<file path="src/verilog/rv_defs.svh">
`ifndef RV_DEFS_SVH
`define RV_DEFS_SVH

`define RESET_PC     32'h0000_0000
`define NUM_REGS     32

// Machine CSR addresses
`define CSR_MSCRATCH 12'h340
`define CSR_MEPC     12'h341
`define MRET_FUNCT12 12'h302

// ALU codes are {funct7[5], funct3}, ALU_B passes operand B
`define ALU_ADD      4'b0000
`define ALU_SLL      4'b0001
`define ALU_SLT      4'b0010
`define ALU_SLTU     4'b0011
`define ALU_XOR      4'b0100
`define ALU_SRL      4'b0101
`define ALU_OR       4'b0110
`define ALU_AND      4'b0111
`define ALU_SUB      4'b1000
`define ALU_SRA      4'b1101
`define ALU_B        4'b1111

`endif

</file>
<file path="src/verilog/rv_isa_pkg.sv">
package rv_isa_pkg;

	typedef enum logic [6:0] {
		OP_R      = 7'b0110011,
		OP_I      = 7'b0010011,
		OP_LOAD   = 7'b0000011,
		OP_S      = 7'b0100011,
		OP_B      = 7'b1100011,
		OP_JAL    = 7'b1101111,
		OP_JALR   = 7'b1100111,
		OP_LUI    = 7'b0110111,
		OP_AUIPC  = 7'b0010111,
		OP_SYSTEM = 7'b1110011
	} rv_opcode_e;

	// Branch conditions
	localparam logic [2:0] BEQ  = 3'b000;
	localparam logic [2:0] BNE  = 3'b001;
	localparam logic [2:0] BLT  = 3'b100;
	localparam logic [2:0] BGE  = 3'b101;
	localparam logic [2:0] BLTU = 3'b110;
	localparam logic [2:0] BGEU = 3'b111;

	// Shift-right group, the only I-type op that looks at funct7
	localparam logic [2:0] F3_SR = 3'b101;

	// CSR ops, bit 2 of funct3 selects the immediate form
	localparam logic [1:0] F3_CSRRW = 2'b01;
	localparam logic [1:0] F3_CSRRS = 2'b10;
	localparam logic [1:0] F3_CSRRC = 2'b11;

	typedef struct packed {
		logic [6:0] funct7;
		logic [4:0] rs2;
		logic [4:0] rs1;
		logic [2:0] funct3;
		logic [4:0] rd;
		rv_opcode_e opcode;
	} rv_r_t;

	typedef struct packed {
		logic [11:0] imm;
		logic [4:0]  rs1;
		logic [2:0]  funct3;
		logic [4:0]  rd;
		rv_opcode_e  opcode;
	} rv_i_t;

	typedef struct packed {
		logic [6:0] imm_hi;
		logic [4:0] rs2;
		logic [4:0] rs1;
		logic [2:0] funct3;
		logic [4:0] imm_lo;
		rv_opcode_e opcode;
	} rv_s_t;

	typedef struct packed {
		logic       imm12;
		logic [5:0] imm10_5;
		logic [4:0] rs2;
		logic [4:0] rs1;
		logic [2:0] funct3;
		logic [3:0] imm4_1;
		logic       imm11;
		rv_opcode_e opcode;
	} rv_b_t;

	typedef struct packed {
		logic [19:0] imm;
		logic [4:0]  rd;
		rv_opcode_e  opcode;
	} rv_u_t;

	typedef struct packed {
		logic       imm20;
		logic [9:0] imm10_1;
		logic       imm11;
		logic [7:0] imm19_12;
		logic [4:0] rd;
		rv_opcode_e opcode;
	} rv_j_t;

	typedef union packed {
		logic [31:0] raw;
		rv_r_t       r;
		rv_i_t       i;
		rv_s_t       s;
		rv_b_t       b;
		rv_u_t       u;
		rv_j_t       j;
	} rv_inst_u;

endpackage

</file>
<file path="src/verilog/rv_ctrl_pkg.sv">
package rv_ctrl_pkg;

	// Immediate format for imm_gen
	typedef enum logic [2:0] {
		IMM_I    = 3'd0,
		IMM_S    = 3'd1,
		IMM_B    = 3'd2,
		IMM_J    = 3'd3,
		IMM_U    = 3'd4,
		IMM_NONE = 3'd7
	} imm_sel_e;

	// Register writeback source
	typedef enum logic [1:0] {
		WB_MEM = 2'd0,
		WB_ALU = 2'd1,
		WB_PC4 = 2'd2,
		WB_CSR = 2'd3
	} wb_sel_e;

	// Next PC source
	typedef enum logic [1:0] {
		PC_PLUS4 = 2'd0,
		PC_ALU   = 2'd1,
		PC_MEPC  = 2'd2
	} pc_sel_e;

endpackage

</file>
<file path="src/verilog/ctrl_unit.sv">
`timescale 1ns/100ps
`include "rv_defs.svh"

module ctrl_unit
	import rv_isa_pkg::*;
	import rv_ctrl_pkg::*;
(
	input  rv_inst_u   inst_i,
	output logic       reg_we_o,
	output logic [3:0] alu_sel_o,
	output logic       a_sel_o,
	output logic       b_sel_o,
	output imm_sel_e   imm_sel_o,
	output logic       mem_we_o,
	output wb_sel_e    wb_sel_o,
	output logic       br_un_o,
	output logic       mem_valid_o,
	output logic       csr_we_o,
	output logic       is_mret_o
);

	rv_opcode_e opcode;
	logic [2:0] funct3;
	logic       f7_b5;
	logic       mret_code;

	assign opcode    = inst_i.r.opcode;
	assign funct3    = inst_i.r.funct3;
	assign f7_b5     = inst_i.r.funct7[5];
	assign mret_code = ({inst_i.r.funct7, inst_i.r.rs2} == `MRET_FUNCT12);

	// Stores, branches and SYSTEM with rd = x0 leave the register file alone
	assign reg_we_o = !((opcode == OP_S) || (opcode == OP_B) ||
		((opcode == OP_SYSTEM) && (inst_i.r.rd == 5'd0)));

	always_comb begin
		alu_sel_o = `ALU_ADD;
		if (opcode == OP_R)
			alu_sel_o = {f7_b5, funct3};
		else if (opcode == OP_I)
			alu_sel_o = {(funct3 == F3_SR) & f7_b5, funct3};
		else if (opcode == OP_LUI)
			alu_sel_o = `ALU_B;
	end

	// A takes the PC for PC-relative targets
	assign a_sel_o = (opcode == OP_B) || (opcode == OP_JAL) || (opcode == OP_AUIPC);
	assign b_sel_o = (opcode != OP_R);

	always_comb begin
		case (opcode)
			OP_I, OP_JALR, OP_LOAD, OP_SYSTEM: imm_sel_o = IMM_I;
			OP_S:                              imm_sel_o = IMM_S;
			OP_B:                              imm_sel_o = IMM_B;
			OP_JAL:                            imm_sel_o = IMM_J;
			OP_LUI, OP_AUIPC:                  imm_sel_o = IMM_U;
			default:                           imm_sel_o = IMM_NONE;
		endcase
	end

	always_comb begin
		case (opcode)
			OP_LOAD:         wb_sel_o = WB_MEM;
			OP_JAL, OP_JALR: wb_sel_o = WB_PC4;
			OP_SYSTEM:       wb_sel_o = WB_CSR;
			default:         wb_sel_o = WB_ALU;
		endcase
	end

	assign mem_we_o    = (opcode == OP_S);
	assign mem_valid_o = (opcode == OP_LOAD) || (opcode == OP_S);
	assign br_un_o     = (funct3 == BLTU) || (funct3 == BGEU);

	assign csr_we_o  = (opcode == OP_SYSTEM) && !mret_code;
	assign is_mret_o = (opcode == OP_SYSTEM) && mret_code;

endmodule

</file>
<file path="src/verilog/imm_gen.sv">
`timescale 1ns/100ps

module imm_gen
	import rv_isa_pkg::*;
	import rv_ctrl_pkg::*;
(
	input  rv_inst_u    inst_i,
	input  imm_sel_e    imm_sel_i,
	output logic [31:0] imm_o
);

	always_comb begin
		case (imm_sel_i)
			IMM_I:
				imm_o = {{20{inst_i.i.imm[11]}}, inst_i.i.imm};
			IMM_S:
				imm_o = {{20{inst_i.s.imm_hi[6]}}, inst_i.s.imm_hi, inst_i.s.imm_lo};
			IMM_B:
				imm_o = {{19{inst_i.b.imm12}}, inst_i.b.imm12, inst_i.b.imm11,
					inst_i.b.imm10_5, inst_i.b.imm4_1, 1'b0};
			IMM_J:
				imm_o = {{11{inst_i.j.imm20}}, inst_i.j.imm20, inst_i.j.imm19_12,
					inst_i.j.imm11, inst_i.j.imm10_1, 1'b0};
			// Upper immediate, low 12 bits zero
			IMM_U:
				imm_o = {inst_i.u.imm, 12'd0};
			default:
				imm_o = 32'd0;
		endcase
	end

endmodule

</file>
<file path="src/verilog/reg_file.sv">
`timescale 1ns/100ps
`include "rv_defs.svh"

module reg_file (
	input  logic        clk_i,
	input  logic        rst_i,
	input  logic [4:0]  rs1_addr_i,
	input  logic [4:0]  rs2_addr_i,
	input  logic [4:0]  rd_addr_i,
	input  logic        rd_we_i,
	input  logic [31:0] rd_data_i,
	output logic [31:0] rs1_data_o,
	output logic [31:0] rs2_data_o
);

	logic [31:0] regs [`NUM_REGS];

	always_ff @(posedge clk_i) begin
		if (rst_i) begin
			for (int k = 0; k < `NUM_REGS; k++)
				regs[k] <= 32'd0;
		end else if (rd_we_i && (rd_addr_i != 5'd0)) begin
			regs[rd_addr_i] <= rd_data_i;
		end
	end

	// x0 is never written, so it reads back zero
	assign rs1_data_o = regs[rs1_addr_i];
	assign rs2_data_o = regs[rs2_addr_i];

endmodule

</file>
<file path="src/verilog/alu.sv">
`timescale 1ns/100ps
`include "rv_defs.svh"

module alu (
	input  logic [31:0] a_i,
	input  logic [31:0] b_i,
	input  logic [3:0]  alu_sel_i,
	output logic [31:0] result_o
);

	logic [4:0] shamt;

	assign shamt = b_i[4:0];

	always_comb begin
		case (alu_sel_i)
			`ALU_ADD:  result_o = a_i + b_i;
			`ALU_SUB:  result_o = a_i - b_i;
			`ALU_SLL:  result_o = a_i << shamt;
			`ALU_SLT:  result_o = {31'd0, $signed(a_i) < $signed(b_i)};
			`ALU_SLTU: result_o = {31'd0, a_i < b_i};
			`ALU_XOR:  result_o = a_i ^ b_i;
			`ALU_SRL:  result_o = a_i >> shamt;
			`ALU_SRA:  result_o = $unsigned($signed(a_i) >>> shamt);
			`ALU_OR:   result_o = a_i | b_i;
			`ALU_AND:  result_o = a_i & b_i;
			// LUI
			`ALU_B:    result_o = b_i;
			default:   result_o = 32'd0;
		endcase
	end

endmodule

</file>
<file path="src/verilog/branch_unit.sv">
`timescale 1ns/100ps

module branch_unit
	import rv_isa_pkg::*;
	import rv_ctrl_pkg::*;
(
	input  rv_inst_u    inst_i,
	input  logic [31:0] rs1_i,
	input  logic [31:0] rs2_i,
	input  logic        br_un_i,
	input  logic        is_mret_i,
	output pc_sel_e     pc_sel_o
);

	logic eq;
	logic lt;
	logic taken;

	assign eq = (rs1_i == rs2_i);
	assign lt = br_un_i ? (rs1_i < rs2_i) : ($signed(rs1_i) < $signed(rs2_i));

	always_comb begin
		case (inst_i.b.funct3)
			BEQ:        taken = eq;
			BNE:        taken = !eq;
			BLT, BLTU:  taken = lt;
			BGE, BGEU:  taken = !lt;
			default:    taken = 1'b0;
		endcase
	end

	always_comb begin
		pc_sel_o = PC_PLUS4;
		if ((inst_i.b.opcode == OP_JAL) || (inst_i.b.opcode == OP_JALR))
			pc_sel_o = PC_ALU;
		else if ((inst_i.b.opcode == OP_B) && taken)
			pc_sel_o = PC_ALU;
		else if (is_mret_i)
			pc_sel_o = PC_MEPC;
	end

endmodule

</file>
<file path="src/verilog/csr_file.sv">
`timescale 1ns/100ps
`include "rv_defs.svh"

module csr_file
	import rv_isa_pkg::*;
(
	input  logic        clk_i,
	input  logic        rst_i,
	input  rv_inst_u    inst_i,
	input  logic        csr_we_i,
	input  logic [31:0] rs1_i,
	output logic [31:0] csr_rdata_o,
	output logic [31:0] mepc_o
);

	logic [31:0] mscratch;
	logic [31:0] mepc;
	logic [11:0] addr;
	logic [1:0]  op;
	logic [31:0] operand;
	logic [31:0] wdata;
	logic        wr_en;

	assign addr    = inst_i.i.imm;
	assign op      = inst_i.i.funct3[1:0];
	// Immediate forms zero-extend the rs1 field
	assign operand = inst_i.i.funct3[2] ? {27'd0, inst_i.i.rs1} : rs1_i;

	always_comb begin
		case (addr)
			`CSR_MSCRATCH: csr_rdata_o = mscratch;
			`CSR_MEPC:     csr_rdata_o = mepc;
			default:       csr_rdata_o = 32'd0;
		endcase
	end

	always_comb begin
		case (op)
			F3_CSRRW: wdata = operand;
			F3_CSRRS: wdata = csr_rdata_o | operand;
			F3_CSRRC: wdata = csr_rdata_o & ~operand;
			default:  wdata = csr_rdata_o;
		endcase
	end

	// Set and clear with nothing to change are read-only
	assign wr_en = csr_we_i && ((op == F3_CSRRW) || ((op != 2'b00) && (operand != 32'd0)));

	always_ff @(posedge clk_i) begin
		if (rst_i) begin
			mscratch <= 32'd0;
			mepc     <= 32'd0;
		end else if (wr_en) begin
			if (addr == `CSR_MSCRATCH)
				mscratch <= wdata;
			else if (addr == `CSR_MEPC)
				mepc <= wdata;
		end
	end

	assign mepc_o = mepc;

endmodule

</file>
<file path="src/verilog/rv_core.sv">
`timescale 1ns/100ps
`include "rv_defs.svh"

module rv_core
	import rv_isa_pkg::*;
	import rv_ctrl_pkg::*;
(
	input  logic        clk_i,
	input  logic        rst_i,
	output logic [31:0] imem_addr_o,
	input  logic [31:0] imem_data_i,
	output logic        dmem_valid_o,
	output logic        dmem_we_o,
	output logic [31:0] dmem_addr_o,
	output logic [31:0] dmem_wdata_o,
	input  logic [31:0] dmem_rdata_i
);

	logic [31:0] pc;
	logic [31:0] pc_plus4;
	logic [31:0] next_pc;
	rv_inst_u    inst;

	logic        reg_we;
	logic [3:0]  alu_sel;
	logic        a_sel;
	logic        b_sel;
	imm_sel_e    imm_sel;
	logic        mem_we;
	wb_sel_e     wb_sel;
	logic        br_un;
	logic        mem_valid;
	logic        csr_we;
	logic        is_mret;
	pc_sel_e     pc_sel;

	logic [31:0] imm;
	logic [31:0] rs1_data;
	logic [31:0] rs2_data;
	logic [31:0] op_a;
	logic [31:0] op_b;
	logic [31:0] alu_result;
	logic [31:0] jump_target;
	logic [31:0] wb_data;
	logic [31:0] csr_rdata;
	logic [31:0] mepc;

	assign inst     = imem_data_i;
	assign pc_plus4 = pc + 32'd4;

	ctrl_unit ctrl_unit_inst (
		.inst_i      (inst),
		.reg_we_o    (reg_we),
		.alu_sel_o   (alu_sel),
		.a_sel_o     (a_sel),
		.b_sel_o     (b_sel),
		.imm_sel_o   (imm_sel),
		.mem_we_o    (mem_we),
		.wb_sel_o    (wb_sel),
		.br_un_o     (br_un),
		.mem_valid_o (mem_valid),
		.csr_we_o    (csr_we),
		.is_mret_o   (is_mret)
	);

	imm_gen imm_gen_inst (
		.inst_i    (inst),
		.imm_sel_i (imm_sel),
		.imm_o     (imm)
	);

	reg_file reg_file_inst (
		.clk_i      (clk_i),
		.rst_i      (rst_i),
		.rs1_addr_i (inst.r.rs1),
		.rs2_addr_i (inst.r.rs2),
		.rd_addr_i  (inst.r.rd),
		.rd_we_i    (reg_we),
		.rd_data_i  (wb_data),
		.rs1_data_o (rs1_data),
		.rs2_data_o (rs2_data)
	);

	assign op_a = a_sel ? pc : rs1_data;
	assign op_b = b_sel ? imm : rs2_data;

	alu alu_inst (
		.a_i       (op_a),
		.b_i       (op_b),
		.alu_sel_i (alu_sel),
		.result_o  (alu_result)
	);

	branch_unit branch_unit_inst (
		.inst_i    (inst),
		.rs1_i     (rs1_data),
		.rs2_i     (rs2_data),
		.br_un_i   (br_un),
		.is_mret_i (is_mret),
		.pc_sel_o  (pc_sel)
	);

	csr_file csr_file_inst (
		.clk_i       (clk_i),
		.rst_i       (rst_i),
		.inst_i      (inst),
		.csr_we_i    (csr_we),
		.rs1_i       (rs1_data),
		.csr_rdata_o (csr_rdata),
		.mepc_o      (mepc)
	);

	// JALR drops bit 0 of its target
	assign jump_target = (inst.r.opcode == OP_JALR) ? {alu_result[31:1], 1'b0} : alu_result;

	always_comb begin
		case (wb_sel)
			WB_MEM:  wb_data = dmem_rdata_i;
			WB_PC4:  wb_data = pc_plus4;
			WB_CSR:  wb_data = csr_rdata;
			default: wb_data = alu_result;
		endcase
	end

	always_comb begin
		case (pc_sel)
			PC_ALU:  next_pc = jump_target;
			PC_MEPC: next_pc = mepc;
			default: next_pc = pc_plus4;
		endcase
	end

	always_ff @(posedge clk_i) begin
		if (rst_i)
			pc <= `RESET_PC;
		else
			pc <= next_pc;
	end

	assign imem_addr_o  = pc;
	assign dmem_valid_o = mem_valid && !rst_i;
	assign dmem_we_o    = mem_we && !rst_i;
	assign dmem_addr_o  = alu_result;
	assign dmem_wdata_o = rs2_data;

endmodule

</file>
<file path="config.mk">
export PLATFORM = sky130hd
export DESIGN_NAME = rv_core
export DESIGN_NICKNAME = d
export VERILOG_FILES = /design/src/verilog/rv_isa_pkg.sv /design/src/verilog/rv_ctrl_pkg.sv /design/src/verilog/ctrl_unit.sv /design/src/verilog/imm_gen.sv /design/src/verilog/reg_file.sv /design/src/verilog/alu.sv /design/src/verilog/branch_unit.sv /design/src/verilog/csr_file.sv /design/src/verilog/rv_core.sv
export VERILOG_INCLUDE_DIRS = /design/src /design/src/verilog
export SDC_FILE = /design/constraint.sdc
export NUM_CORES = 2
export LEC_CHECK = 0
export BUFFER_PORTS_ARGS = -buffer_cell sky130_fd_sc_hd__buf_2
export CELL_PAD_IN_SITES_DETAIL_PLACEMENT = 0
export CELL_PAD_IN_SITES_GLOBAL_PLACEMENT = 1
export CORE_MARGIN = 2
export CORE_UTILIZATION = 47
export CTS_BUF_LIST = sky130_fd_sc_hd__clkbuf_16
export CTS_CLUSTER_DIAMETER = 200
export DETAILED_ROUTE_END_ITERATION = 8
export PLACE_DENSITY_LB_ADDON = 0.1
export REMOVE_ABC_BUFFERS = 1
export SLEW_MARGIN = 0
export SYNTH_ARGS = -nofsm -noshare
export SYNTH_HDL_FRONTEND = slang
export SYNTH_SLANG_ARGS = --single-unit
</file>
<file path="constraint.sdc">
create_clock -name clk_i -period 8.5 [get_ports clk_i]
set_clock_uncertainty 0.15 [all_clocks]
set_input_delay 1.7 -clock clk_i [delete_from_list [all_inputs] [get_ports clk_i]]
set_output_delay 1.7 -clock clk_i [all_outputs]
set_load 0.01 [all_outputs]
</file>
==> impl_metrics.json <==
{
  "outcome": "complete, but fails checks",
  "violations": "setup timing",
  "cts_root_buf": "clkbuf_16",
  "synthCells": 6552,
  "tightest_slew_ns": 1.34,
  "die_x_um": 393,
  "cp_data_arrival_time_ns": 6.74,
  "synth.distinct_cells": 106,
  "pwr-share-clk": 0.321,
  "vias": 66700,
  "antenna_left": 0,
  "sequentialPowerShare": 0.384,
  "power_uw": 16600,
  "start_util": 0.474,
  "cts.path.max_buffers": 3,
  "pre_cts_ws_ns": -1.16,
  "critPathKind": "in -> out",
  "synth-seq-cells": 1120,
  "multi_input_area_um2": 37100,
  "cp-start-kind": "input pin",
  "min_path_type": "reg -> reg",
  "htree_levels": 3,
  "internal_power_uw": 11100,
  "dp_hpwl_um": 261000,
  "maxCapViolations": 0,
  "maxSlewViolCount": 0,
  "drt-pass1-iter-count": 8,
  "gr-total-overflow": 0,
  "period_share": 1.01,
  "wl_per_cell_um": 38.2,
  "cts_tree": "built",
  "sw_frac_of_total": 0.331,
  "avgSynthCellArea_um2": 10.9,
  "power_frac_comb": 0.295,
  "wl_met3_um": 49100,
  "m1WireLength_um": 136000,
  "setup_tns_ns": -0.220,
  "holdWs_ns": 0.338,
  "drtIter0Drc": 10800,
  "fp-row-count": 142,
  "yosys_warnings": 0,
  "drcViolationCount": 0,
  "track_usage": 0.467,
  "clock_latency_ns": 0.80,
  "hold_viol": 0,
  "grt_first_pass_wirelength_um": 500000,
  "async_flop_share": 0,
  "gp_congestion": 1.08,
  "netlist_area_um2": 71100,
  "cts_sinks": 1120,
  "io_buffers": 163,
  "fillers": 12400,
  "power_switching_uw": 5490,
  "pin_count": 164,
  "grt_antenna_before_repair": 30,
  "dieHeight_um": 393,
  "regArea_um2": 32700,
  "fin_ws_ns": -0.0937,
  "power.density_nw_per_um2": 185,
  "coreArea_um2": 150000,
  "fin_crit_ns": 8.59,
  "irDropWorstVdd_uv": 191,
  "fmax_mhz": 116,
  "place_inst": 9262,
  "final-instance-count-excl-fill": 9665,
  "synth_edf_count": 1024,
  "area_growth_syn_to_layout_pct": 26.1,
  "route.met2.wl_um": 155000,
  "leakage_uw": 0.0357,
  "grt_max_degree": 119,
  "totalWireLength_um": 369000,
  "dieArea_um2": 154000,
  "vias_per_cell": 6.91,
  "required_ns": 6.65,
  "worstPathMaxFanout": 6,
  "grt_pass1_vias": 63000,
  "drive_above_1_share": 0.316,
  "ys.flop_type": "edfxtp_1",
  "clk_pin_slew_ns": 0.06,
  "yosysSeqAreaShare": 0.459,
  "setup_viol": 5,
  "cts_buffers": 119,
  "top_layer": "met5",
  "critPathCaptureType": "output port",
  "final_nets": 7738,
  "slew_headroom": 0.106,
  "grt_setup_unrepaired": "true"
}
Yosys cell counts (20+ instances only):
cell	number	area, µm²
buf_4	53	398
a2111o_1	25	282
xor2_1	24	210
o21ai_1	31	155
ha_1	131	1640
nand4_1	51	319
nor4_1	38	238
buf_6	53	597
a21oi_1	339	1700
buf_2	144	721
mux2_2	25	282
buf_1	39	146
nand2_1	335	1260
a221oi_1	59	517
edfxtp_1	1024	30700
nor2b_1	28	175
o211ai_1	33	248
a221o_1	33	330
a21o_1	38	285
mux2i_1	669	6700
clkbuf_1	321	1200
nor2_2	31	194
xnor2_1	28	245
mux4_2	291	6550
nor3_1	36	180
nand2b_1	68	425
o21ai_0	133	666
a31oi_1	20	125
and3_1	49	307
and2_1	20	125
o2111ai_1	27	236
o22ai_1	40	250
inv_1	141	529
a22oi_1	322	2420
dfxtp_1	96	1920
nand3_1	109	546
o221ai_1	52	455
nor2_1	1238	4650
per-layer routing:
layer,vias up,global-route usage
li1,26800,-
met1,33200,0.607
met2,5356,0.671
met3,1309,0.147
met4,34,0.304
met5,-,0.00574
cell type report:
class / instances / share of cell area
multi-input combinational: 4703 / 0.414
sequential: 1120 / 0.364
timing repair buffer: 1448 / 0.143
clock buffer: 120 / 0.0335
tap: 2016 / 0.0281
clock inverter: 97 / 0.0103
inverter: 147 / 0.00628
antenna: 14 / 0.000391
worst max-delay path: stages:
cell and delay (ns):
buf_16 0.15, buf_16 0.17, buf_6 0.12, mux4_2 0.49, mux4_2 0.51, nand2_4 0.13
nand2_4 0.09, a221o_1 0.43, inv_2 0.13, ha_4 0.23, buf_6 0.12, or3_1 0.30
o211ai_1 0.30, o31ai_4 0.15, o311a_4 0.45, a21oi_4 0.20, a21oi_2 0.08, mux2i_1 0.19
o22ai_2 0.15, a2111o_1 0.46, buf_2 0.18
worst paths after layout:
check	slack (ns)	cells past startpoint	to	start
worst max-delay path	-0.09	21	dmem_addr_o[28]	imem_data_i[20]
worst min-delay path	0.34	2	imem_addr_o[0]	csr_file_inst.mepc_o[0]
worst max register to register	2.45	22	reg_file_inst.regs[2][27]	reg_file_inst.regs[19][13]
worst min register to register	0.34	2	imem_addr_o[0]	csr_file_inst.mepc_o[0]
layout by cell type (no fill, tap or decap), drive strengths merged, types with 55 or more instances in the layout:
| master | count |
|---|---|
| a22oi | 323 |
| inv | 176 |
| edfxtp | 1024 |
| nand2b | 68 |
| clkbuf | 128 |
| a221oi | 65 |
| nor2 | 1269 |
| dfxtp | 96 |
| buf | 1434 |
| o221ai | 55 |
| ha | 131 |
| nand3 | 109 |
| mux4 | 291 |
| o21ai | 170 |
| nand2 | 337 |
| mux2i | 669 |
| a21oi | 339 |
power by group through the flow:
| stage | Combinational, µW | Clock (µW) | Sequential (µW) |
|---|---|---|---|
| floorplan | 1770 | 0 | 6420 |
| global placement | 4330 | 0 | 6460 |
| detailed placement | 4320 | 0 | 6470 |
| CTS | 4530 | 5320 | 6360 |
| global route | 4980 | 5540 | 6380 |
| finish | 4890 | 5330 | 6370 |
cell families after synthesis:
logic type / count (synthesis) / synth area share
xor+xnor: 52 / 0.00640
buf+inv: 760 / 0.0515
flops: 1120 / 0.459
compound gates: 1391 / 0.138
mux: 986 / 0.190
fa+ha+maj: 133 / 0.0236
other cells: 1 / 0.0000527
simple gates: 2109 / 0.130
stage by stage:
stage	util	area [µm²]
CTS	0.584	87600
detailed placement	0.544	81600
global placement	0.544	81600
floorplan	-	68100
global route	0.597	89600
finish	0.597	89700
state kept, by name, indices dropped and copies added, names as in the netlist:
register / flops
reg_file_inst.regs: 1024
csr_file_inst.mepc_o: 32
csr_file_inst.mscratch: 32
imem_addr_o: 32
repair_timing:
action                     4_1_cts  5_1_grt
pin swaps                       62      123
gates resized for setup        259      239
gates cloned                    10        9
setup endpoints to repair       27       25
hold buffers                     0        0
setup buffers                   73       88
No activity file was read; power rests on OpenSTA's default activity.
